--- config.mk ---
export PLATFORM = sky130hd
export DESIGN_NAME = exLaneStage1
export DESIGN_NICKNAME = d
export VERILOG_FILES = /design/src/source/regPkg.sv /design/src/source/uopPkg.sv /design/src/source/exLaneStage1.sv
export SDC_FILE = /design/constraint.sdc
export NUM_CORES = 1
export LEC_CHECK = 0
export ABC_CLOCK_PERIOD_IN_PS = 3700
export BUFFER_PORTS_ARGS = -buffer_cell sky130_fd_sc_hd__buf_2
export CELL_PAD_IN_SITES_DETAIL_PLACEMENT = 1
export CELL_PAD_IN_SITES_GLOBAL_PLACEMENT = 1
export CORE_MARGIN = 2
export CORE_UTILIZATION = 41
export CTS_CLUSTER_DIAMETER = 50
export DETAILED_ROUTE_END_ITERATION = 10
export GPL_ROUTABILITY_DRIVEN = 1
export PLACE_DENSITY_LB_ADDON = 0.1
export SLEW_MARGIN = 20
export SYNTH_ARGS = -nofsm -noshare
export SYNTH_HDL_FRONTEND = slang
export SYNTH_SLANG_ARGS = --single-unit
--- constraint.sdc ---
create_clock -name clock -period 3.7 [get_ports clock]
set_input_delay 0.37 -clock clock [delete_from_list [all_inputs] [get_ports clock]]
set_output_delay 0.37 -clock clock [all_outputs]
set_load 0.02 [all_outputs]
--- src/source/regPkg.sv ---
// Register package with lane register, memory and writeback definitions
package regPkg;

	localparam int regCount = 64;			// Lane register file depth
	localparam int memWords = 64;			// Data memory depth in words

	typedef logic [5:0] regId;			// Register number
	typedef logic [63:0] regVal;			// Register contents

	typedef logic [$clog2(memWords)-1:0] memAddr;	// Word address into data memory

	// Destination write carried down the pipe
	typedef struct packed {
		logic valid;				// Entry writes a register
		regId id;				// Target register
		regVal value;				// Result to write
	} destWrite;

	typedef destWrite laneWb;			// Lane writeback, same layout

endpackage
--- src/source/uopPkg.sv ---
// Micro-op package with commands, predicates, extension decode and the enable rule
package uopPkg;

	// Micro-op commands
	typedef enum logic [5:0] {
		ucNop		= 6'h00,		// Idle slot
		ucMovIr		= 6'h01,		// Immediate to Rm
		ucAlu3		= 6'h02,		// Rs op Rt to Rm
		ucAluCmp	= 6'h03,		// Rs vs Rt into T
		ucMovRm		= 6'h04,		// Store Rm to mem[Rs+imm]
		ucMovMr		= 6'h05			// Load mem[Rs+imm] to Rm
	} uCmd;

	typedef enum logic [1:0] {
		predAlways	= 2'b00,
		predNever	= 2'b01,
		predIfT		= 2'b10,
		predIfNotT	= 2'b11
	} uPred;

	typedef enum logic [2:0] {
		aluAdd		= 3'd0,
		aluSub		= 3'd1,
		aluAnd		= 3'd2,
		aluOr		= 3'd3,
		aluXor		= 3'd4
	} aluOp;

	typedef enum logic [2:0] {
		cmpEq		= 3'd0,			// Equal
		cmpGt		= 3'd1,			// Signed greater
		cmpHi		= 3'd2			// Unsigned greater
	} cmpCond;

	// Extension byte, read as ALU op or compare condition depending on cmd
	typedef union packed {
		struct packed {
			logic [4:0] pad;
			aluOp op;
		} alu;
		struct packed {
			logic [4:0] pad;
			cmpCond cond;
		} cmp;
	} uopIxt;

	typedef struct packed {
		uCmd cmd;
		uPred pred;
		uopIxt ixt;
		regPkg::regId rs;			// Source A, ALU or base
		regPkg::regId rt;			// Source B, ALU
		regPkg::regId rm;			// Store data or destination
		logic [32:0] imm;			// Sign extended on use
	} uop;

	// Predicate check against the current T bit
	function automatic logic opEnabled(uPred pred, logic t);
		case (pred)
			predAlways: return 1'b1;
			predNever: return 1'b0;
			predIfT: return t;
			default: return !t;		// If not T
		endcase
	endfunction

endpackage

--- src/source/exLaneStage1.sv ---
// EX1 stage that captures the uop, applies predicate and flush, and runs ALU, compare and AGU
module exLaneStage1 (
	input  logic clock,
	input  logic rstN,
	input  uopPkg::uop issueUop,
	input  regPkg::regVal valRs,
	input  regPkg::regVal valRt,
	input  regPkg::regVal valRm,
	input  logic braFlush,
	output regPkg::destWrite dest,
	output logic loadPend,
	output regPkg::memAddr memAddr,
	output logic memWe,
	output regPkg::regVal memWData,
	output logic srT
);
	import uopPkg::*;
	import regPkg::*;

	uop uopQ;					// Uop held in EX1
	regVal rsQ;					// Operand A
	regVal rtQ;					// Operand B
	regVal rmQ;					// Store data
	logic tQ;					// Status T bit
	logic opEn;					// Predicate holds and no flush
	uCmd cmdEn;					// Command after demotion
	regVal immExt;
	regVal aluRes;
	logic cmpRes;
	regVal addrSum;

	always_ff @(posedge clock or negedge rstN) begin
		if (!rstN) begin
			uopQ <= '0;			// Empty slot is a NOP
		end else begin
			uopQ <= issueUop;
		end
	end

	always_ff @(posedge clock) begin
		rsQ <= valRs;
		rtQ <= valRt;
		rmQ <= valRm;
	end

	always_comb begin
		opEn = opEnabled(uopQ.pred, tQ) && !braFlush;
		cmdEn = opEn ? uopQ.cmd : ucNop;	// Disabled ops become NOP
	end

	assign immExt = {{31{uopQ.imm[32]}}, uopQ.imm};
	assign addrSum = rsQ + immExt;			// Base plus displacement

	always_comb begin
		case (uopQ.ixt.alu.op)
			aluAdd: aluRes = rsQ + rtQ;
			aluSub: aluRes = rsQ - rtQ;
			aluAnd: aluRes = rsQ & rtQ;
			aluOr: aluRes = rsQ | rtQ;
			aluXor: aluRes = rsQ ^ rtQ;
			default: aluRes = '0;
		endcase
	end

	always_comb begin
		case (uopQ.ixt.cmp.cond)
			cmpEq: cmpRes = rsQ == rtQ;
			cmpGt: cmpRes = $signed(rsQ) > $signed(rtQ);
			cmpHi: cmpRes = rsQ > rtQ;
			default: cmpRes = 1'b0;
		endcase
	end

	always_comb begin
		dest.valid = 1'b0;
		dest.id = uopQ.rm;			// Rm is always the target
		dest.value = aluRes;
		case (cmdEn)
			ucMovIr: begin
				dest.valid = 1'b1;
				dest.value = immExt;
			end
			ucAlu3: dest.valid = 1'b1;
			ucMovMr: dest.valid = 1'b1;	// Value swapped in EX3
			default: dest.valid = 1'b0;
		endcase
	end

	assign loadPend = cmdEn == ucMovMr;
	assign memWe = cmdEn == ucMovRm;
	assign memAddr = addrSum[$clog2(memWords)-1:0];	// Word index wraps
	assign memWData = rmQ;
	assign srT = tQ;

	always_ff @(posedge clock or negedge rstN) begin
		if (!rstN) begin
			tQ <= 1'b0;
		end else if (cmdEn == ucAluCmp) begin
			tQ <= cmpRes;			// Seen by the next issued op
		end
	end

	// Issuer must never send an undefined command that passes predication
	assert property (@(posedge clock) disable iff (!rstN)
		opEn |-> uopQ.cmd inside {ucNop, ucMovIr, ucAlu3, ucAluCmp, ucMovRm, ucMovMr})
		else $error("EX1 enabled unknown command %h", uopQ.cmd);

	// Memory access needs a settled word address
	assert property (@(posedge clock) disable iff (!rstN)
		(memWe || loadPend) |-> !$isunknown(memAddr))
		else $error("EX1 drove a memory access with an unknown address");

endmodule

==> out/metrics.cfg, run 1 <==
[yosys]
yosysSeqAreaShare_pct=29.4
async_reset_ff_share_pct=21.0
syn_nets=2598
syn_inst=2120
yosysMostFrequentCell=a21oi_1
ys_types=95
synth_top_area_share_pct=22.1
synth_area_leader_cell=dfxtp_1
syn_area_um2=17400
synth-edff-count=0
synth.area.top_cells=dfxtp_1 22%, ha_1 15%, dfrtp_1 7.3%, a21oi_1 6.4%, inv_1 4.5%
yosysWarningCount=0
ys_top_cells_by_count=222 x a21oi_1, 213 x ha_1, 207 x inv_1, 192 x dfxtp_1, 143 x nor2_1
ys_ff_latch=243
synth_flop_cell=dfxtp_1
syn_area_per_cell_um2=8.21

[clock_network]
clock_path_buffers=3
cts_root_buffer=clkbuf_16
cts_inserted_buffers=34
htree_levels=2
clock-sinks=243

[outcome]
haltStage=global routing
run_status=stopped before the end
error=[ERROR GRT-0232] Routing congestion too high. Check the congestion heatmap in the GUI.

[placement]
io_buffers=388
gp_congestion=0.968
place_hpwl_um=69500

[grt]
grt_max_degree=51
grt-ovfl-total=2010
track_usage_pct=95.4

[die]
io_pins=406
die_h_um=210
die_x_um=210
initial_core_util_pct=41.5
row_count=75

==> per-stage QoR <==
step	cells	setup slack, ns	util (%)	cell area, µm²	TNS [ns]
3_3_place_gp	3439	-0.346	55.9	23500	-5.80
2_1_floorplan	2120	0.00940	-	17400	0
3_5_place_dp	3439	-0.489	55.9	23500	-10.52
4_1_cts	3811	-0.691	71.5	30000	-21.34
==> routing by layer <==
layer | GRT usage [%] | GRT overflow
met5 | 53.6 | 15
met4 | 107 | 563
met3 | 79.5 | 75
met2 | 113 | 1322
met1 | 89.6 | 35
==> timing repair <==
action | 4_1_cts
pin swaps | 185
hold buffers | 243
setup endpoints to repair | 58
gates resized for setup | 598
setup buffers | 76
endpoints found under the hold margin | 257
==> logic make-up after synthesis <==
kind of cell / share of synthesized area (%)
fa+ha+maj: 15.7
xor+xnor: 2.16
simple gates: 13.0
mux: 0.827
flops: 29.4
buf+inv: 7.84
compound gates: 31.1
==> run 2: changes to the inputs <==
CELL_PAD_IN_SITES_DETAIL_PLACEMENT = default   (was 1)
CELL_PAD_IN_SITES_GLOBAL_PLACEMENT = default   (was 1)
CORE_UTILIZATION = 40   (was 41)
CTS_CLUSTER_DIAMETER = default   (was 50)
PLACE_DENSITY_LB_ADDON = 0.15   (was 0.1)
==> run 2 against run 1 <==
Net effect: the flow now finishes, with violations (negative setup slack); synthesized cell count unchanged; area after synthesis unchanged.
==> out/metrics.cfg, run 2 <==
[sta]
rsz0062_at_grt=yes
fin_skew_ns=0.0106
layout_min_cycle_time_ns=4.33
fmax_mhz=231
slew_violations=0
finalHoldViolations=0
final.period_utilization_pct=117
setup-violations-final=51
relSlewSlack_pct=46.2
setup_slack_ns=-0.630
tightest_slew_ns=0.807

[power_and_ir_drop]
p_per_area_nw_per_um2=325
ir_drop_uv=576
power.leakage_nw=14.1

[grt]
grt-ovfl-total=0
grt_max_degree=50
track_usage_pct=36.4
grt_pass1_vias=22300
grt_pass1_wl_um=127000
antenna_found_initial=2

[worst_setup_path]
slowest_delay_ns=0.36
crit_fanout=3
startpoint_type=flip-flop
cp_slowest_cell=a311oi_2
critical_path_class=reg2out
cp.required_ns=3.33
end_kind=output pin
cp_data_arrival_time_ns=3.96
crit_chain=ha_4, fa_2, a21o_1, a221oi_4, o211a_4, o211ai_4, a21boi_2, o21ai_2, a311oi_2, o31a_1, buf_4, xnor2_1, a21oi_1, a21oi_1, buf_4

[die]
io_pins=406
initial_core_util_pct=40.5
row_count=76
die_x_um=213
coreArea_um2=43000
die_h_um=213
dieArea_um2=45200

[yosys]
ys_types=95
synth.area.top_cells=dfxtp_1 22%, ha_1 15%, dfrtp_1 7.3%, a21oi_1 6.4%, inv_1 4.5%
synth_area_leader_cell=dfxtp_1
synth_top_area_share_pct=22.1
ys_ff_latch=243
syn_inst=2120
async_reset_ff_share_pct=21.0
yosysWarningCount=0
ys_top_cells_by_count=222 x a21oi_1, 213 x ha_1, 207 x inv_1, 192 x dfxtp_1, 143 x nor2_1
yosysMostFrequentCell=a21oi_1
yosysSeqAreaShare_pct=29.4
syn_area_um2=17400
syn_nets=2598
synth-edff-count=0
synth_flop_cell=dfxtp_1
syn_area_per_cell_um2=8.21

[final_layout]
fin_nets=3732
area_growth_syn_to_layout_pct=77.7
final_cell_mix=565 x buf_4, 333 x buf_2, 243 x dlygate4sd3_1
layout-drive-gt1-share_pct=47.6
fin_area_um2=30900
final_common_cell=buf_4

[clock_network]
cts_tree=yes
htree_levels=1
clock-sinks=243
cts_root_buffer=clkbuf_16
cts.clk_slew.worst_paths_ns=0.06
clock_path_buffers=3
cts_inserted_buffers=27
clk_latency_ns=0.58

[routing]
viasPerCell=5.66
postRouteAntennaNets=0
wl_um=87000
vias=21900
remaining_drc_errors=0
wl_per_cell_um=22.5
drt_pass1_iterations=6
drt_iter0_drc=1908

[placement]
pre_cts_slack_ns=-0.350
gp_congestion=0.984
postPlaceCellArea_um2=23400
place_hpwl_um=60400
io_buffers=388

[outcome]
run_status=complete, but fails checks
violations=negative setup slack

[hold_path]
worstHoldPathType=in2reg

[flow_run]
cap_violations=0

run 2: path summary, 6_finish.rpt:
path | slack, ns | cells past startpoint | end | start
max | -0.63 | 15 | dest[58] | rsQ[0]
min | 0.28 | 5 | srT | braFlush
max reg2reg | -0.07 | 20 | srT | rtQ[21]
min reg2reg | 0.56 | 2 | srT | srT
max in group asynchronous | 2.38 | 3 | immExt[27] | rstN
min in group asynchronous | 0.44 | 2 | immExt[11] | rstN
run 2: kinds of logic (layout without fill, tap and decap cells):
group                      count (synthesis)  count (layout)  share of synthesized area (%)
AOI/OAI and AO/OA                        785             785                           31.1
xor gates and xnor gates                  43              43                           2.16
adders and majority gates                217             217                           15.7
buffers and inverters                    348            1503                           7.84
DFF                                      243             243                           29.4
muxes                                     14              14                          0.827
other                                      0               1                              0
and+or+nand+nor                          470             470                           13.0
run 2: what timing repair did:
item / in CTS / in global routing
setup buffers: 73 / 61
hold endpoints to repair: 267 / 0
pin swaps: 169 / 213
endpoints found under the setup margin: 57 / 58
hold buffers: 243 / 0
gates resized for setup: 527 / 289
run 2: cell type report:
class	count	area (µm²)
clock buffers	37	753
diodes	1	2.50
multi-input cells	1529	13700
clock inverters	13	174
well taps	585	732
flip-flops and latches	243	5210
repair buffers	1243	9550
fillers	3194	12100
inverters	210	805
run 2: per-stage QoR:
stage / utilization [%] / instances / total power (W) / TNS [ns] / hold slack (ns)
finish: 71.9 / 3861 / 0.0101 / -21.07 / 0.280
global placement: 54.4 / 3461 / 0.00601 / -6.82 / 0.467
global route: 71.9 / 3860 / 0.0104 / -26.21 / 0.361
detailed placement: 54.4 / 3461 / 0.00603 / -8.53 / 0.474
floorplan: - / 2120 / 0.00454 / 0 / 0.0744
CTS: 68.3 / 3817 / 0.00959 / -20.77 / 0.249
run 2: per-layer routing:
layer | track usage (%) | vias up | part of all wire [%]
met3 | 5.18 | 238 | 6.8
li1 | - | 9985 | -
met5 | 0 | - | 0.011
met2 | 62.6 | 1079 | 48
met1 | 45.5 | 10500 | 41
met4 | 15.4 | 2 | 4.8
run 2: critical path, delay by kind of cell, from the launching register on:
kind                     cells  cell delay (ns)
adder cells (fa/ha/maj)      2             0.50
XOR/XNOR                     1             0.11
buffers and inverters        2             0.30
flip-flops                   1             0.35
AO/OA/AOI/OAI               10             2.11
run 2: power by group:
group	internal, W	switching (W)
Sequential	0.00277	0.0000911
Combinational	0.00206	0.00230
Clock	0.00165	0.00119
Power figures use the tool's default switching activity.
==> run 3: changes to the inputs <==
CORE_UTILIZATION = 56   (was 40)
==> run 3 against run 2 <==
Net effect: the flow now stops in global routing; synthesized cell count did not move; area after synthesis unchanged.
==> out/metrics.cfg, run 3 <==
[outcome]
run_status=stopped before the end
haltStage=global routing
error=[ERROR GRT-0116] Global routing finished with congestion. Check the congestion regions in the DRC Viewer.

[yosys]
synth_top_family_by_area=compound AO/OA/AOI/OAI gates
syn_area_per_cell_um2=8.21
yosys.area_share.simple_pct=13.0
ys_top_cells_by_count=222 x a21oi_1, 213 x ha_1, 207 x inv_1, 192 x dfxtp_1, 143 x nor2_1
yosysWarningCount=0
synth.area.top_cells=dfxtp_1 22%, ha_1 15%, dfrtp_1 7.3%, a21oi_1 6.4%, inv_1 4.5%
synth_compound_area_share_pct=31.1
synth-edff-count=0
synth_mux_area_share_pct=0.827
ys_types=95
syn_inst=2120
synth_area_leader_cell=dfxtp_1
async_reset_ff_share_pct=21.0
yosysMostFrequentCell=a21oi_1
syn_area_um2=17400
synth_flop_cell=dfxtp_1
ys_ff_latch=243
synth-xor-area-share_pct=2.16
yosysSeqAreaShare_pct=29.4
synth-adder-area-share_pct=15.7
syn_nets=2598
synth_top_area_share_pct=22.1

[grt]
grt_max_degree=56
grt_pass1_vias=32500
grt-ovfl-total=443
grt_pass1_wl_um=212000
track_usage_pct=83.3

[die]
io_pins=406
die_h_um=180
die_x_um=180
initial_core_util_pct=56.9
row_count=64

[placement]
place_hpwl_um=60200
placed_cells=3248
io_buffers=388
gp_congestion=1.06

[clock_network]
htree_levels=1
cts_inserted_buffers=25
clock_path_buffers=3
cts_root_buffer=clkbuf_16
clock-sinks=243

## run 3: cell counts after synthesis
Identical to the previous run, type by type.
## run 3: through the flow
stage	setup TNS, ns	worst slack, ns	instance area, µm²
floorplan	0	0.00940	17400
global placement	-5.48	-0.513	23000
detailed placement	-9.01	-0.544	23000
CTS	-19.71	-0.649	29200
## run 3: cell families after synthesis
kind of cell	Yosys count
and+or+nand+nor	470
DFF	243
buffers and inverters	348
muxes	14
xor gates and xnor gates	43
AOI/OAI and AO/OA	785
adders and majority gates	217
## run 3: layer usage
metal	track usage, %	GRT overflow
met3	70.6	25
met1	81.9	6
met4	84.5	151
met2	99.1	259
met5	35.6	2
## run 3: repair_timing
action,4_1_cts
setup buffers,96
gates resized for setup,553
pin swaps,156
endpoints found under the hold margin,276
endpoints found under the setup margin,58
hold buffers,243
