`config.mk`:
```
export PLATFORM = sky130hd
export DESIGN_NAME = exLaneStage2
export DESIGN_NICKNAME = d
export VERILOG_FILES = /design/src/source/regPkg.sv /design/src/source/exLaneStage2.sv
export SDC_FILE = /design/constraint.sdc
export NUM_CORES = 1
export LEC_CHECK = 0
export ABC_CLOCK_PERIOD_IN_PS = 1250
export BUFFER_PORTS_ARGS = -buffer_cell sky130_fd_sc_hd__buf_2
export CAP_MARGIN = 20
export CORE_AREA = 2 2 74 76
export CTS_BUF_LIST = sky130_fd_sc_hd__clkbuf_4 sky130_fd_sc_hd__clkbuf_8
export CTS_CLUSTER_DIAMETER = 200
export CTS_CLUSTER_SIZE = 20
export DETAILED_ROUTE_END_ITERATION = 10
export DIE_AREA = 0 0 76 78
export PLACE_DENSITY = 0.85
export SLEW_MARGIN = 20
export SYNTH_ARGS = -nofsm -noshare
export SYNTH_HDL_FRONTEND = slang
export SYNTH_SLANG_ARGS = --single-unit
export TNS_END_PERCENT = 30
```
`constraint.sdc`:
```
create_clock -name clock -period 1.25 [get_ports clock]
set_clock_uncertainty 0.2 [all_clocks]
set_input_delay 0.25 -clock clock [delete_from_list [all_inputs] [get_ports clock]]
set_output_delay 0.25 -clock clock [all_outputs]
set_load 0.01 [all_outputs]
```
`src/source/regPkg.sv`:
```
// Register package with lane register, memory and writeback definitions
package regPkg;

	localparam int regCount = 64;			// Lane register file depth
	localparam int memWords = 64;			// Data memory depth in words

	typedef logic [5:0] regId;			// Register number
	typedef logic [63:0] regVal;			// Register contents

	typedef logic [$clog2(memWords)-1:0] memAddr;	// Word address into data memory

	// Destination write carried down the pipe
	typedef struct packed {
		logic valid;				// Entry writes a register
		regId id;				// Target register
		regVal value;				// Result to write
	} destWrite;

	typedef destWrite laneWb;			// Lane writeback, same layout

endpackage
```
`src/source/exLaneStage2.sv`:
```
// EX2 stage that carries the destination and load flag, with branch flush kill
module exLaneStage2 (
	input  logic clock,
	input  logic rstN,
	input  logic braFlush,
	input  regPkg::destWrite destIn,
	input  logic loadIn,
	output regPkg::destWrite destOut,
	output logic loadOut
);
	import regPkg::*;

	destWrite destQ;				// Entry held in EX2
	logic loadQ;					// Entry is a load

	always_ff @(posedge clock or negedge rstN) begin
		if (!rstN) begin
			destQ <= '0;
			loadQ <= 1'b0;
		end else begin
			destQ <= destIn;
			loadQ <= loadIn;
		end
	end

	// Flush kills the op sitting here this cycle
	always_comb begin
		destOut = destQ;
		destOut.valid = destQ.valid && !braFlush;
		loadOut = loadQ && !braFlush;
	end

	// EX1 always tags a load with its Rm destination
	assert property (@(posedge clock) disable iff (!rstN) loadQ |-> destQ.valid)
		else $error("EX2 load entry without a valid destination");

endmodule

```
==> results of run 1 <==
==> layer usage <==
metal  part of all wire (%)  wire (µm)  track usage, %
met1                     32       1780            17.5
met2                     57       3110            36.3
met3                    7.6        416            6.86
met4                    3.2        178            11.6
met5                      0          0               0
==> registers in the layout (all words and copies together), names as in the netlist <==
name     cells
destQ        1
destOut     70
loadQ        1
==> final cells by class <==
| cell class | count | area (µm²) |
|---|---|---|
| clock buffer | 14 | 186 |
| multi-input combinational | 2 | 20.0 |
| timing repair buffer | 220 | 1550 |
| sequential | 72 | 1800 |
| clock inverter | 2 | 35.0 |
| fill | 338 | 1360 |
| antenna | 1 | 2.50 |
| tap | 70 | 87.6 |
==> timing repair <==
action	CTS	global route
hold buffers	73	0
gates resized for setup	1	11
hold endpoints to repair	144	0
setup endpoints to repair	72	72
==> power groups by stage <==
stage	registers, mW	clock network, mW	logic, mW
final	2.48	1.93	0.565
after floorplan	2.51	0	0.232
after global placement	2.51	0	0.347
after CTS	2.47	1.97	0.538
after detailed placement	2.52	0	0.358
after global routing	2.49	2.08	0.610
==> worst paths after layout <==
kind                       depth (start not counted)  slack, ns                    end            start
setup / recovery                                   2      -0.14                loadOut  loadQ$_DFF_PN0_
hold / removal                                     2       0.05  destOut[18]$_DFF_PN0_             rstN
max in group asynchronous                          3       0.27  destOut[22]$_DFF_PN0_             rstN
min in group clock                                 2       0.35  destOut[59]$_DFF_PN0_       destIn[59]
==> cells in the mapped netlist (all sizes together) <==
library cell	count
dfrtp	72
buf	70
nor2b	2
==> cell families after synthesis <==
group | count (synthesis)
flops | 72
buf+inv | 70
simple gates | 2
==> through the flow <==
step,instances,hold WS (ns),power (mW)
after floorplan,144,-0.246,2.75
after detailed placement,291,-0.156,2.87
final,381,0.0531,4.98
after global routing,381,0.0507,5.18
after CTS,380,0.0362,4.98
after global placement,291,-0.159,2.86
==> impl_metrics.ini, run 1 <==
[outcome]
status = finished, violations left
violations = negative setup slack

[critical_path]
critPathMaxStageDelay_ns = 0.38
cp-start-kind = flip-flop
critPathBufInv = 1
cpLargestDelayFamily = flip-flops
cp.arrival_ns = 0.94
critPathKind = reg -> out
crit_fanout = 1
required_ns = 0.80
crit_path_end_kind = output port
crit_path_top_delay_cell = dfrtp_1
crit_chain = nor2b_4 -> buf_6

[sta]
hold_viol = 0
setup_slack_ns = -0.141
tightest_slew_ns = 0.355
period_needed_ns = 1.39
max-slew-margin-rel_pct = 76.3
maxClockFrequency_mhz = 719
rsz0062_at_grt = true
period_share_pct = 111
final-setup-viol-count = 72
tns_ns = -1.97
slew_viol_final = 0

[power_and_ir_drop]
netSwitchingPower_mw = 1.03
combPwrFrac_pct = 11.3
seqPwrFrac_pct = 49.8
p_int_mw = 3.95
clkPwrFrac_pct = 38.9
ir_drop_mv = 0.934
cellPowerDensity_nw_per_um2 = 1350
leakagePower_nw = 1.88
swShare_pct = 20.7

[place]
portBuffers = 146
hpwl_um = 2940
dpl_cell_area_um2 = 2660
globalplace.congestion = 0.656
place_ws_ns = 0.218

[grt]
grt-ovfl-total = 0
track_usage_pct = 19.2
grt_pass1_vias = 1741
antenna_found_initial = 1
grt_max_degree = 72
grt_pass1_wl_um = 8250

[logic_synthesis]
synth_seq_cells = 72
ys_warn_count = 0
synth_xor_area_share_pct = 0
synth_top_area_share_pct = 77.0
synth_area_leader_cell = dfrtp_1
synth.distinct_cells = 3
synth_compound_area_share_pct = 0
syn_area_per_cell_um2 = 16.2
yosys-mux-area-fraction_pct = 0
yosys-top-cells-area = dfrtp_1 77%, buf_4 22%, nor2b_1 0.53%
synth-simple-area-share_pct = 0.535
syn_area_um2 = 2340
synth_top_family_by_area = buffers and inverters
synth-adder-area-share_pct = 0
synthCells = 144
synthesis.nets = 219
ys_seq_area_share_pct = 77.0

[route]
firstDrtPassIters = 4
vias_per_cell = 3.99
wl_um = 5480
detail_route.wl_per_cell_um = 14.4
ant_nets = 0
dr_total_vias = 1521
drtIter0Drc = 40
drc = 0

[final_layout]
layout_commonest_cell = buf_2
final_util_pct = 73.1
finalInstanceArea_um2 = 3690
final_nets = 380
syn2layout_area_growth_pct = 57.5
layout_common_cells = 134 x buf_2, 73 x dlygate4sd3_1, 72 x dfrtp_1
final_layout_size_suffix_gt1_share_pct = 52.9

[clocking]
cts_setup_buffers = 0
cts_root_buffer = clkbuf_8
cts_buffer_depth = 2
clk_pin_slew_ns = 0.07
cts-buffers-inserted = 9
tritoncts = yes
h-tree-depth = 3
cts_sinks = 72

[hold_path]
hold_class = in -> async

[floorplanning]
dieArea_um2 = 5930
placementRows = 26
top_level_ports = 147
core_um2 = 5040
die_w_um = 76
die_h_um = 78
initial_utilization_pct = 46.4

[run]
cap_violations = 0
(Power assumes the default switching activity.)
==> run 2, diff against run 1 <==
--- a/config.mk
+++ b/config.mk
@@ -15,7 +15,8 @@
 export DETAILED_ROUTE_END_ITERATION = 10
 export DIE_AREA = 0 0 76 78
 export PLACE_DENSITY = 0.85
-export SLEW_MARGIN = 20
+export SETUP_SLACK_MARGIN = 0.3
+export SLEW_MARGIN = 10
 export SYNTH_ARGS = -nofsm -noshare
 export SYNTH_HDL_FRONTEND = slang
 export SYNTH_SLANG_ARGS = --single-unit
==> impl_metrics.ini, run 2 (synthesis gave the netlist of run 1 again) <==
[route]
vias_per_cell = 3.94
firstDrtPassIters = 4
ant_nets = 0
drc = 0
detail_route.wl_per_cell_um = 14.2
drtIter0Drc = 41
wl_um = 5430
dr_total_vias = 1506

[final_layout]
largest_reg_flops = 70
final_nets = 381
final_cells = 382
layout_common_cells = 134 x buf_2, 73 x dlygate4sd3_1, 72 x dfrtp_1
syn2layout_area_growth_pct = 58.1
fillers = 337
layout_commonest_cell = buf_2
final_util_pct = 73.3
final_layout_size_suffix_gt1_share_pct = 53.1

[sta]
rsz0062_at_grt = true
period_needed_ns = 1.39
period_share_pct = 111
maxClockFrequency_mhz = 721
tightest_slew_ns = 0.319
max-slew-margin-rel_pct = 78.7
hold_viol = 0
hold_slack_ns = 0.148
final-setup-viol-count = 71
slew_viol_final = 0
setup_slack_ns = -0.137

[critical_path]
required_ns = 0.80
cp.arrival_ns = 0.94
crit_path_end_kind = output port
crit_fanout = 1
cp-start-kind = flip-flop
critPathKind = reg -> out

[floorplanning]
core_um2 = 5040
die_w_um = 76
placementRows = 26
dieArea_um2 = 5930
initial_utilization_pct = 46.4
die_h_um = 78
top_level_ports = 147

[clocking]
cts_root_buffer = clkbuf_8
tritoncts = yes
cts_sinks = 72
clk_pin_slew_ns = 0.07
cts_setup_buffers = 0
cts_buffer_depth = 2
h-tree-depth = 3
cts-buffers-inserted = 9

[run]
cap_violations = 0

[grt]
grt_pass1_wl_um = 8230
track_usage_pct = 19.2
antenna_found_initial = 1
grt_pass1_vias = 1738
grt-ovfl-total = 0
grt_max_degree = 72

[place]
globalplace.congestion = 0.656
hpwl_um = 2940
place_ws_ns = 0.218
portBuffers = 146
dpl.cell_count = 291

[power_and_ir_drop]
cellPowerDensity_nw_per_um2 = 1350
leakagePower_nw = 1.89
ir_drop_mv = 0.951

[outcome]
status = finished, violations left
violations = negative setup slack

[hold_path]
hold_class = in -> async
-- run 2: changes by cell type in the layout (fill, tap and decap cells not counted), sizes merged --
cell    before  now
clkbuf      14   15
-- run 2: cell type report --
type | instances | area, µm² | share of cell area [%]
antenna | 1 | 2.50 | 0.0677
clock buffer | 14 | 186 | 5.04
clock inverter | 2 | 35.0 | 0.947
multi-input combinational | 2 | 20.0 | 0.541
sequential | 72 | 1800 | 48.7
tap | 70 | 87.6 | 2.37
timing repair buffer | 221 | 1570 | 42.3
-- run 2: stage by stage --
stage	area, µm²	power [mW]	setup TNS [ns]
final	3700	4.98	-1.79
after global routing	3700	5.18	-4.45
after CTS	3610	4.98	-2.73
after detailed placement	2660	2.87	0
after global placement	2660	2.86	0
after floorplan	2340	2.75	0
-- run 2: timing repair --
action,CTS,global route
gates resized for setup,1,13
cloned,0,0
endpoints found under the hold margin,144,72
hold buffers,73,1
endpoints found under the setup margin,72,143
-- run 2: final timing paths --
path | startpoint | end | slack (ns) | cells after the start
setup / recovery | loadQ$_DFF_PN0_ | loadOut | -0.14 | 2
hold / removal | rstN | destOut[18]$_DFF_PN0_ | 0.15 | 3
max in group asynchronous | rstN | destOut[0]$_DFF_PN0_ | 0.12 | 4
min in group clock | destIn[59] | destOut[59]$_DFF_PN0_ | 0.36 | 2
-- run 2: critical path: stages (launching register included) --
cell,delay [ns]
dfrtp_1,0.38
nor2b_4,0.13
buf_6,0.11
-- run 2: power breakdown --
group          switching, mW  internal [mW]  leakage, nW
Sequential            0.0331           2.45        0.839
Clock                  0.774           1.16        0.116
Combinational          0.225          0.342        0.931
-- run 2: per-layer routing --
layer  GRT usage [%]  share of wire (%)  up-vias
met1            17.5                 32      709
met2            36.1                 57       87
met3            6.86                7.8       18
li1                -                  -      692
met4            11.6                3.3        0
met5               0                  0        -
==> run 3, diff against run 2 <==
--- a/config.mk
+++ b/config.mk
@@ -8,13 +8,15 @@
 export ABC_CLOCK_PERIOD_IN_PS = 1250
 export BUFFER_PORTS_ARGS = -buffer_cell sky130_fd_sc_hd__buf_2
 export CAP_MARGIN = 20
-export CORE_AREA = 2 2 74 76
+export CELL_PAD_IN_SITES_DETAIL_PLACEMENT = 1
+export CELL_PAD_IN_SITES_GLOBAL_PLACEMENT = 1
+export CORE_AREA = 2 2 84 86
 export CTS_BUF_LIST = sky130_fd_sc_hd__clkbuf_4 sky130_fd_sc_hd__clkbuf_8
 export CTS_CLUSTER_DIAMETER = 200
 export CTS_CLUSTER_SIZE = 20
 export DETAILED_ROUTE_END_ITERATION = 10
-export DIE_AREA = 0 0 76 78
-export PLACE_DENSITY = 0.85
+export DIE_AREA = 0 0 86 88
+export PLACE_DENSITY_LB_ADDON = 0.1
 export SETUP_SLACK_MARGIN = 0.3
 export SLEW_MARGIN = 10
 export SYNTH_ARGS = -nofsm -noshare
==> impl_metrics.ini, run 3 (synthesis gave the netlist of run 1 again) <==
[final_layout]
final_cells = 391
final_nets = 381
n_antenna_cell = 0
final_util_pct = 55.9
largest_reg_flops = 70
fillers = 674
layout_commonest_cell = buf_2
syn2layout_area_growth_pct = 58.8
finalInstanceArea_um2 = 3720
layout_common_cells = 128 x buf_2, 73 x dlygate4sd3_1, 72 x dfrtp_1
final_layout_size_suffix_gt1_share_pct = 52.7

[critical_path]
crit_chain = nor2b_1 -> buf_2
required_ns = 0.80
crit_path_end_kind = output port
cp-start-kind = flip-flop
crit_fanout = 1
crit_path_top_delay_cell = dfrtp_1
critPathMaxStageDelay_ns = 0.36
critPathBufInv = 1
cp.arrival_ns = 0.94
cpLargestDelayFamily = flip-flops
critPathKind = reg -> out

[place]
hpwl_um = 3360
dpl_cell_area_um2 = 2690
portBuffers = 146
globalplace.congestion = 0.626
dpl.cell_count = 302

[power_and_ir_drop]
p_int_mw = 3.73
ir_drop_mv = 0.681
cellPowerDensity_nw_per_um2 = 1290
netSwitchingPower_mw = 1.07
leakagePower_nw = 1.88
swShare_pct = 22.3
seqPwrFrac_pct = 51.6
combPwrFrac_pct = 12.0
power_mw = 4.80
clkPwrFrac_pct = 36.3

[grt]
met3_usage_pct = 7.63
use_met1_pct = 15.8
grt_pass1_wl_um = 8620
grt_pass1_vias = 1800
grt-busiest-layer = met2
grt_max_degree = 35
antenna_found_initial = 0
track_usage_pct = 15.5
use_met2_pct = 26.1
grt-ovfl-total = 0

[sta]
slew_viol_final = 0
rsz0062_at_grt = true
period_share_pct = 111
tightest_slew_ns = 0.184
max-slew-margin-rel_pct = 87.8
final-setup-viol-count = 72
hold_viol = 0
maxClockFrequency_mhz = 717
period_needed_ns = 1.39
hold_slack_ns = 0.0975
setup_slack_ns = -0.144

[outcome]
status = finished, violations left
violations = negative setup slack

[clocking]
h-tree-depth = 3
cts_sinks = 72
cts-buffers-inserted = 9
tritoncts = yes
cts_buffer_depth = 2
cts_root_buffer = clkbuf_8
clk_pin_slew_ns = 0.07

[floorplanning]
dieArea_um2 = 7570
placementRows = 30
initial_utilization_pct = 35.2
top_level_ports = 147
core_um2 = 6640
die_w_um = 86
die_h_um = 88

[route]
firstDrtPassIters = 2
drc = 0
drtIter0Drc = 21
ant_nets = 0
vias_per_cell = 3.84
detail_route.wl_per_cell_um = 14.0
dr_total_vias = 1503
wl_um = 5460

[run]
cap_violations = 0

[hold_path]
hold_class = in -> async
## run 3: layout make-up
| type | instances | area (µm²) | area share [%] |
|---|---|---|---|
| clock buffers | 10 | 131 | 3.54 |
| clock inverters | 6 | 60.1 | 1.62 |
| flip-flops and latches | 72 | 1800 | 48.5 |
| repair buffers | 221 | 1610 | 43.3 |
| well taps | 80 | 100 | 2.69 |
| multi-input cells | 2 | 12.5 | 0.337 |
## run 3: what timing repair did
item | in CTS | in global routing
setup endpoints to repair | 72 | 72
resized for setup | 5 | 13
hold buffers | 73 | 0
setup buffers | 0 | 0
pin swaps | 0 | 0
endpoints found under the hold margin | 144 | 0
## run 3: stage by stage
| stage | setup slack (ns) | setup TNS [ns] |
|---|---|---|
| after floorplan | 0.303 | 0 |
| after global placement | 0.179 | 0 |
| after detailed placement | 0.168 | 0 |
| after CTS | -0.172 | -4.11 |
| after global routing | -0.197 | -5.65 |
| final | -0.144 | -2.34 |
## run 3: per-layer routing
| metal | wire length (µm) | up-vias |
|---|---|---|
| li1 | - | 691 |
| met1 | 1800 | 707 |
| met2 | 2870 | 94 |
| met3 | 678 | 11 |
| met4 | 120 | 0 |
| met5 | 0 | - |
## run 3: power by group through the flow
stage	combinational [mW]	sequential [mW]	clock, mW
6_report	0.577	2.48	1.74
3_5_place_dp	0.373	2.52	0
2_1_floorplan	0.232	2.51	0
3_3_place_gp	0.366	2.51	0
4_1_cts	0.561	2.47	1.84
5_1_grt	0.632	2.49	1.91
## run 3: final timing paths
kind                                 start                    end  slack (ns)  cells after the start
worst max-delay path       loadQ$_DFF_PN0_                loadOut       -0.14                      2
worst min-delay path                  rstN  destOut[47]$_DFF_PN0_         0.1                      2
max in group asynchronous             rstN  destOut[57]$_DFF_PN0_        0.36                      3
min in group clock              destIn[28]  destOut[28]$_DFF_PN0_        0.34                      2
