## src/source/regPkg.sv

```systemverilog
// Register package with lane register, memory and writeback definitions
package regPkg;

	localparam int regCount = 64;			// Lane register file depth
	localparam int memWords = 64;			// Data memory depth in words

	typedef logic [5:0] regId;			// Register number
	typedef logic [63:0] regVal;			// Register contents

	typedef logic [$clog2(memWords)-1:0] memAddr;	// Word address into data memory

	// Destination write carried down the pipe
	typedef struct packed {
		logic valid;				// Entry writes a register
		regId id;				// Target register
		regVal value;				// Result to write
	} destWrite;

	typedef destWrite laneWb;			// Lane writeback, same layout

endpackage
```

## src/source/exLaneStage3.sv

```systemverilog
// EX3 stage that forwards the EX2 destination or substitutes load data to form the writeback
module exLaneStage3 (
	input  regPkg::destWrite dest,
	input  logic load,
	input  regPkg::regVal memRData,
	output regPkg::laneWb wb
);

	always_comb begin
		wb = dest;				// Forward by default
		if (load) begin
			wb.value = memRData;		// Rm id kept from EX1
		end
	end

	// Memory and EX2 must both deliver settled data for a live writeback
	always_comb begin
		if (wb.valid) begin
			assert (!$isunknown(wb))
				else $error("EX3 writeback has unknown bits");
		end
	end

endmodule

```

## config.mk

```make
export PLATFORM = sky130hd
export DESIGN_NAME = exLaneStage3
export DESIGN_NICKNAME = d
export VERILOG_FILES = /design/src/source/regPkg.sv /design/src/source/exLaneStage3.sv
export SDC_FILE = /design/constraint.sdc
export NUM_CORES = 1
export LEC_CHECK = 0
export ABC_AREA = 1
export BUFFER_PORTS_ARGS = -buffer_cell sky130_fd_sc_hd__clkbuf_2
export CAP_MARGIN = 5
export CORE_AREA = 5 5 77 79
export DETAILED_ROUTE_END_ITERATION = 8
export DIE_AREA = 0 0 82 84
export GPL_ROUTABILITY_DRIVEN = 0
export MAX_ROUTING_LAYER = met4
export PLACE_DENSITY = 0.68
export SLEW_MARGIN = 20
export SYNTH_ARGS = -nofsm -noshare
export SYNTH_HDL_FRONTEND = slang
export SYNTH_SLANG_ARGS = --single-unit
```

## constraint.sdc

```tcl
create_clock -name vclk -period 0.8
set_input_delay 0.04 -clock vclk [all_inputs]
set_output_delay 0.04 -clock vclk [all_outputs]
set_load 0.005 [all_outputs]
```

==> metrics.md, run 1 <==
| Metric | Value |
|---|---|
| Status | complete, no violations |
| Max_cap viols | 0 |
| Mux contribution to synthesized area | 0% |
| I/O Buffers | 193 |
| Syn avg cell area | 4.21 µm² |
| Die area | 0.00689 mm² |
| PwrDens | 530 mW/mm² |
| Largest net degree at the start of global routing | 35 |
| First-pass GRT wire length | 6880 µm |
| Combinational family with the most area after synthesis | simple AND/OR/NAND/NOR gates |
| Post-Synth XOR/XNOR Area | 0% |
| Total grt overflow | 0 |
| Final sequential cell count | 0 |
| Top delay family on crit path | buffers and inverters |
| Stages on worst setup path | 6 |
| Period utilisation layout | 93.4% |
| Max incr delay on CP | 160 ps |
| Critical path launch point type | input port |
| Post-synthesis adder-cell area fraction | 0% |
| Final setup violating endpoints | 0 |
| Drt first pass iters | 4 |
| RSZ-0062 raised after global routing | no |
| # nets final | 530 |
| Post-layout minimum cycle time | 748 ps |
| Sequential cell area fraction in the yosys report | 0% |
| WS Path Type | in -> out |
| Area Overhead vs Synth | 114% |
| Initial Util | 17.0% |
| Clkbuf count | 0 |
| Syn Std Cell Area | 897 µm² |
| Fin Setup TNS | 0 ps |
| Initial antenna violation count | 1 |
| Post-CTS Hold Fix Bufs | 0 |
| Detailed-route via count | 1838 |
| Drt wl/cell | 10.8 µm |
| Register Area | 0 µm² |
| Row cnt | 27 |
| Slew headroom | 88.5% |
| DRC violations left | 0 |
| Simple-Gate Fraction of Synth Area | 80.3% |
| CP Cell Sequence | clkbuf_4 -> inv_8 -> buf_12 -> nand2_1 -> nand2_1 -> clkbuf_2 |
| WP data required | 760 ps |
| Maximum VDD drop | 0.000235 V |
| Most frequent cells in the layout | 192 x nand2_1, 192 x clkbuf_2, 3 x buf_12 |
| Crit path top cell by count | nand2_1 |
| Share of layout cells above drive strength 1 | 51.0% |
| Max FO, Critical Path | 17 |
| LEAKAGE | 1.44 nW |
| Total GRT Usage | 12.0% |
| Buf/Inv on CP | 4 |
| Hold depth | 0 |
| DP HPWL | 4150 µm |
| Setup WS post-layout | 52.5 ps |
| Crit path capture type | primary output |
| DR vias/cell | 3.94 |
| Max Fclk | 1.34 GHz |
| Worst slack, placed | -14.9 ps |
| Final Util | 36.4% |
| CORE AREA | 0.00527 mm² |
| Post-CTS Setup Bufs | 0 |
| Synth warnings | 0 |
| Total Wirelength | 5020 µm |
| # fillers | 587 |
| Syn nets | 349 |
| Final Max Slew Viols | 0 |
| Slowest-stage cell, CP | clkbuf_4 |
| Fin. Hold Viols | 0 |
| Data arrival, critical path | 710 ps |
| Vias in the first global route | 1654 |
| Die H | 84 µm |
| Cells after Synth | 213 |
| Slew @ Worst Pin | 173 ps |
| I/O Pins | 207 |
| Worst Hold Class | in -> out |
| Chip Width | 82 µm |
| Post-route ant nets | 0 |
| Initial DRC count | 41 |
| Final hold slack | 80.0 ps |
| Synth Area in Compound Gates | 0% |
| Synth cell types | 5 |
routing by layer:
metal  share of wire, %  up-vias  GRT usage [%]  routed length, µm
li1                   -      981              -                  -
met3                 13        4           4.00                670
met2                 50       96           22.1               2510
met5                  0        -              -                  0
met4               0.68        0           1.36                 34
met1                 36      757           12.3               1810
cells by family after synthesis:
kind of cell,count (synthesis)
buffers and inverters,21
and+or+nand+nor,192
stage by stage:
stage	instance area [µm²]	std cells	power [mW]
after floorplan	897	213	0.421
after global placement	1850	462	0.970
after detailed placement	1850	462	0.983
after CTS	1850	462	0.990
after global routing	1920	465	1.14
final	1920	466	1.02
final cells by class:
class	count	area, µm²	share of cell area, %
Inverter	1	11.3	0.586
Antenna cell	2	5.00	0.261
Tap cell	72	90.1	4.69
Timing Repair Buffer	199	1090	56.9
Multi-Input combinational cell	192	721	37.5
synth_stat cells (all sizes together):
cell type,instances,area (µm²)
nand2,192,721
clkbuf,6,82.6
buf,14,90.1
inv,1,3.75
report_power, final:
group	switching (mW)	internal, mW	leakage (nW)
Clock	0	0.000000334	0.0000127
Sequential	0	0	0
Combinational	0.464	0.554	1.44
Total	0.464	0.554	1.44
final timing paths:
path,startpoint,endpoint,slack (ps)
max,load,wb[31],50
min,dest[66],wb[66],80
what timing repair did:
item                       in CTS  in global routing
resized for setup               1                  7
cloned                          0                  2
pin swaps                       0                  0
setup endpoints to repair      10                 27
No activity file was read; power rests on OpenSTA's default activity.
==> run 2: changes to the inputs <==
--- a/config.mk
+++ b/config.mk
@@ -5,15 +5,14 @@
 export SDC_FILE = /design/constraint.sdc
 export NUM_CORES = 1
 export LEC_CHECK = 0
-export ABC_AREA = 1
 export BUFFER_PORTS_ARGS = -buffer_cell sky130_fd_sc_hd__clkbuf_2
 export CAP_MARGIN = 5
-export CORE_AREA = 5 5 77 79
+export CORE_AREA = 5 5 78 80
 export DETAILED_ROUTE_END_ITERATION = 8
-export DIE_AREA = 0 0 82 84
+export DIE_AREA = 0 0 83 85
 export GPL_ROUTABILITY_DRIVEN = 0
 export MAX_ROUTING_LAYER = met4
-export PLACE_DENSITY = 0.68
+export PLACE_DENSITY = 0.71
 export SLEW_MARGIN = 20
 export SYNTH_ARGS = -nofsm -noshare
 export SYNTH_HDL_FRONTEND = slang
==> run 2 against run 1 <==
Routed wire length increased by 7.8%. Non-clock buffer count is 3 higher. Count of clock-buffer cells in the layout unchanged. Critical path type unchanged. Critical endpoint is now wb[35]. Largest power group unchanged. Highest routed layer unchanged.
==> metrics.md, run 2 <==
| Metric | Value |
|---|---|
| Status | complete, no violations |
| Register Area | 0 µm² (unchanged) |
| Total grt overflow | 0 (unchanged) |
| Post-synth top area share | 79.7% (-0.60 points) |
| Most frequent cells in the layout | 192 x clkbuf_2, 60 x mux2_4, 7 x buf_16 |
| Clkbuf count | 0 (unchanged) |
| Top-count cell post-synth | mux2_4 |
| I/O Pins | 207 (unchanged) |
| Post-CTS Hold Fix Bufs | 0 (unchanged) |
| Worst Hold Class | in -> out |
| Post-route ant nets | 0 (unchanged) |
| PwrDens | 573 mW/mm² (+8.1%) |
| Detailed-route via count | 1369 (-26%) |
| First-pass GRT wire length | 8220 µm (+19%) |
| DRC violations left | 0 (unchanged) |
| I/O Buffers | 193 (unchanged) |
| Maximum VDD drop | 0.000215 V (-8.4%) |
| Largest net degree at the start of global routing | 15 (-57%) |
| Synth area leaders | mux2_4 80%, buf_12 11%, buf_4 4.7%, mux2_2 4.0%, buf_6 1.0% |
| Die area | 0.00706 mm² (+2.4%) |
| CORE AREA | 0.00534 mm² (+1.3%) |
| Total power | 1.28 mW (+26%) |
| Number of antenna diodes | 0 (-2) |
| Data arrival, critical path | 750 ps (+40 ps) |
| Sequential cell area fraction in the yosys report | 0% (unchanged) |
| Initial Util | 21.2% (+4.1 points) |
| Top delay family on crit path | buffers and inverters |
| Crit path capture type | primary output |
| Chip Width | 83 µm (+1.2%) |
| Leading area contributor after synthesis | mux2_4 |
| Commonest non-fill, non-tap cell in the layout | clkbuf_2 |
| DR vias/cell | 4.05 (+2.7%) |
| Slew @ Worst Pin | 115 ps (-57.5 ps) |
| Cells after Synth | 78 (-63%) |
| Final sequential cell count | 0 (unchanged) |
| Synth warnings | 0 (unchanged) |
| Initial antenna violation count | 0 (-1) |
| Max_cap viols | 0 (unchanged) |
| Initial DRC count | 23 (-44%) |
| Slowest-stage cell, CP | mux2_4 |
| Share of layout cells above drive strength 1 | 100% (+49 points) |
| Vias in the first global route | 1543 (-6.7%) |
| Post-layout minimum cycle time | 793 ps (+45.8 ps) |
| WP data required | 760 ps (about the same) |
| Final setup violating endpoints | 0 (unchanged) |
| Slew headroom | 92.3% (+3.8 points) |
| Die H | 85 µm (+1.2%) |
| Max incr delay on CP | 300 ps (+140 ps) |
| Fin Setup TNS | 0 ps (unchanged) |
| Post-CTS Setup Bufs | 0 (unchanged) |
| Final instance area | 0.00224 mm² (+16%) |
| Row cnt | 27 (unchanged) |
| LEAKAGE | 1.42 nW (-1.2%) |
| CP Cell Sequence | buf_16 -> buf_16 -> mux2_4 -> clkbuf_2 |
| Fin. Hold Viols | 0 (unchanged) |
| Syn Std Cell Area | 0.00113 mm² (+26%) |
| # nets final | 404 (-24%) |
| Max FO, Critical Path | 14 (-3) |
| Syn nets | 214 (-39%) |
| Drt wl/cell | 16.0 µm (+49%) |
| Commonest cells in the netlist | 60 x mux2_4, 7 x buf_4, 6 x buf_12 |
| Max Fclk | 1.26 GHz (-5.8%) |
| Total Wirelength | 5410 µm (+7.8%) |
| Worst slack, placed | -107 ps (-92.2 ps) |
| RSZ-0062 raised after global routing | yes |
| Worst Hold Path EP | wb[65] |
| Drt first pass iters | 4 (unchanged) |
| Critical path launch point type | input port |
| Hold Crit Start | dest[65] |
| Crit path top cell by count | buf_16 |
| Buf/Inv on CP | 3 (-1) |
| Syn avg cell area | 14.5 µm² (+240%) |
| Synth cell types | 5 (unchanged) |
| Final Max Slew Viols | 0 (unchanged) |
| WS Path Type | in -> out |
| Hold depth | 0 (unchanged) |
| Area Overhead vs Synth | 98.0% |
| Post-DP Area | 0.00205 mm² (+11%) |
| Period utilisation layout | 99.2% (+5.7 points) |
| DP HPWL | 4640 µm (+12%) |
| Total GRT Usage | 14.3% (+2.3 points) |
| Setup WS post-layout | 6.72 ps (-45.8 ps) |
[run 2: logic make-up after synthesis]
kind of cell           Yosys count  synth area share, %
muxes                           64                 83.7
buffers and inverters           14                 16.3
[run 2: through the flow]
stage | util (%) | std cells | hold slack (ps)
detailed placement | 38.4 | 332 | 80.0
CTS | 41.9 | 338 | 80.0
global placement | 38.4 | 332 | 80.0
floorplan | - | 78 | 161
finish | 41.9 | 338 | 80.0
global route | 41.9 | 338 | 80.0
[run 2: cell type report]
class,instances,area [µm²]
Tap cell,72,90.1
Multi-Input combinational cell,64,946
Fill cell,535,3100
Timing Repair Buffer,202,1200
[run 2: where the power goes]
group	leakage, nW	total (mW)	switching, mW	internal, mW
logic	1.42	1.28	0.418	0.864
registers	0	0	0	0
clock network	0	0	0	0
[run 2: layer usage]
metal	wire [µm]	share of wire (%)	up-vias	global-route usage, %
li1	-	-	666	-
met1	1970	36	608	16.1
met2	2970	55	85	27.3
met3	419	7.7	10	2.43
met4	52	0.96	0	1.34
met5	0	0	-	-
[run 2: timing repair]
item                       4_1_cts  5_1_grt
cloned                           6        0
setup endpoints to repair       59       16
gates resized for setup         10        0
hold endpoints to repair         0        0
[run 2: worst max path at each step]
stage	start	end	cells past startpoint
finish	load	wb[35]	4
global route	load	wb[48]	4
CTS	load	wb[39]	4
detailed placement	load	wb[5]	4
global placement	load	wb[5]	4
floorplan	load	wb[10]	3
==> run 3: changes to the inputs <==
--- a/config.mk
+++ b/config.mk
@@ -11,6 +11,7 @@
 export DETAILED_ROUTE_END_ITERATION = 8
 export DIE_AREA = 0 0 83 85
 export GPL_ROUTABILITY_DRIVEN = 0
+export GPL_TIMING_DRIVEN = 1
 export MAX_ROUTING_LAYER = met4
 export PLACE_DENSITY = 0.71
 export SLEW_MARGIN = 20
==> constraint.sdc (replaced) <==
create_clock -name vclk -period 1
set_input_delay 0.05 -clock vclk [all_inputs]
set_output_delay 0.05 -clock vclk [all_outputs]
set_load 0.005 [all_outputs]
==> run 3 against run 2 <==
Die area stayed put. Count of clock-buffer cells in the layout stayed put. Via count is 3.0% lower. Setup slack better by 61 ps. Non-clock buffer count is 6 lower. Final cell count is 1.8% lower. Total power is 28% lower. Critical path type unchanged. Largest cell class unchanged.
==> metrics.md, run 3 (synthesis results as in run 2) <==
| Metric | Value |
|---|---|
| LEAKAGE | 1.33 nW (-5.9%) |
| Detailed-route via count | 1328 (-3.0%) |
| Critical path launch point type | input port |
| Register Area | 0 µm² (unchanged) |
| # placed instances | 332 (unchanged) |
| Commonest non-fill, non-tap cell in the layout | clkbuf_2 |
| WS Path Type | in -> out |
| Final setup violating endpoints | 0 (unchanged) |
| Post-layout minimum cycle time | 932 ps |
| I/O Buffers | 193 (unchanged) |
| Fin Setup TNS | 0 ps (unchanged) |
| RSZ-0062 raised after global routing | no |
| Clkbuf count | 0 (unchanged) |
| Setup WS post-layout | 67.8 ps (+61.1 ps) |
| Number of antenna diodes | 0 (unchanged) |
| Row cnt | 27 (unchanged) |
| Total GRT Usage | 12.3% (-2.0 points) |
| Drt wl/cell | 14.3 µm (-11%) |
| Final sequential cell count | 0 (unchanged) |
| # nets final | 398 (-1.5%) |
| I/O Pins | 207 (unchanged) |
| Initial DRC count | 8 (-65%) |
| PwrDens | 452 mW/mm² (-21%) |
| Total Wirelength | 4750 µm (-12%) |
| Post-CTS Hold Fix Bufs | 0 (unchanged) |
| Worst Hold Class | in -> out |
| Drt first pass iters | 3 (-1) |
| Initial Util | 21.2% (unchanged) |
| Chip Width | 83 µm (unchanged) |
| DP HPWL | 4530 µm (-2.4%) |
| DRC violations left | 0 (unchanged) |
| Vias in the first global route | 1499 (-2.9%) |
| CORE AREA | 0.00534 mm² (unchanged) |
| Die H | 85 µm (unchanged) |
| Final Max Slew Viols | 0 (unchanged) |
| Most frequent cells in the layout | 192 x clkbuf_2, 60 x mux2_4, 4 x mux2_2 |
| Post-route ant nets | 0 (unchanged) |
| Layout Cells excl Fill | 332 (-1.8%) |
| Period utilisation layout | 93.2% |
| Max FO, Critical Path | 30 (+16) |
| Data arrival, critical path | 880 ps (+130 ps) |
| First-pass GRT wire length | 7290 µm (-11%) |
| Slew @ Worst Pin | 225 ps (+109 ps) |
| Post-CTS resize count | 0 (-10) |
| Initial antenna violation count | 0 (unchanged) |
| Max Fclk | 1.07 GHz |
| Fin. Hold Viols | 0 (unchanged) |
| Post-CTS Setup Bufs | 0 (unchanged) |
| Slew headroom | 85.0% (-7.3 points) |
| DR vias/cell | 4.00 (-1.2%) |
| Status | complete, no violations |
| Largest net degree at the start of global routing | 31 (+16) |
| Max_cap viols | 0 (unchanged) |
| Area Overhead vs Synth | 81.6% |
| Die area | 0.00706 mm² (unchanged) |
| Maximum VDD drop | 0.000326 V (+52%) |
| WP data required | 950 ps (+190 ps) |
| Worst slack, placed | 67.5 ps (+175 ps) |
| Crit path capture type | primary output |
| Final Util | 38.4% (-3.5 points) |
| Share of layout cells above drive strength 1 | 100% (unchanged) |
| Total grt overflow | 0 (unchanged) |
run 3: cell count changes in the layout (fill, tap and decap cells not counted):
cell / previous run / this run
buf_16: 7 / 0
buf_4: 1 / 2
run 3: worst paths after layout:
check  startpoint     end  depth (start not counted)
min      dest[65]  wb[65]                          0
max          load  wb[63]                          4
run 3: where the power goes:
part | leakage (nW) | total, mW | internal [mW] | switching (mW)
Sequential | 0 | 0 | 0 | 0
Clock | 0 | 0 | 0 | 0
Combinational | 1.33 | 0.928 | 0.617 | 0.311
run 3: cell type report:
| type | count | area (µm²) |
|---|---|---|
| well taps | 72 | 90.1 |
| multi-input cells | 64 | 946 |
| repair buffers | 196 | 1020 |
| fillers | 553 | 3290 |
run 3: critical path, cell delays in order:
cell      delay [ps]
buf_4            120
buf_12           230
mux2_2           360
clkbuf_2         110
run 3: layer usage:
| metal | wire length [µm] | up-vias | share of wire (%) | GRT usage, % |
|---|---|---|---|---|
| li1 | - | 648 | - | - |
| met3 | 406 | 8 | 8.6 | 2.33 |
| met4 | 28 | 0 | 0.59 | 1.04 |
| met2 | 2700 | 89 | 57 | 24.9 |
| met1 | 1620 | 583 | 34 | 12.5 |
| met5 | 0 | - | 0 | - |
run 3: stage by stage:
step	hold WS, ps	area (µm²)	power [mW]
floorplan	181	1130	0.510
global placement	100	2050	0.925
detailed placement	100	2050	0.941
CTS	100	2050	0.943
global route	100	2050	1.00
finish	100	2050	0.928
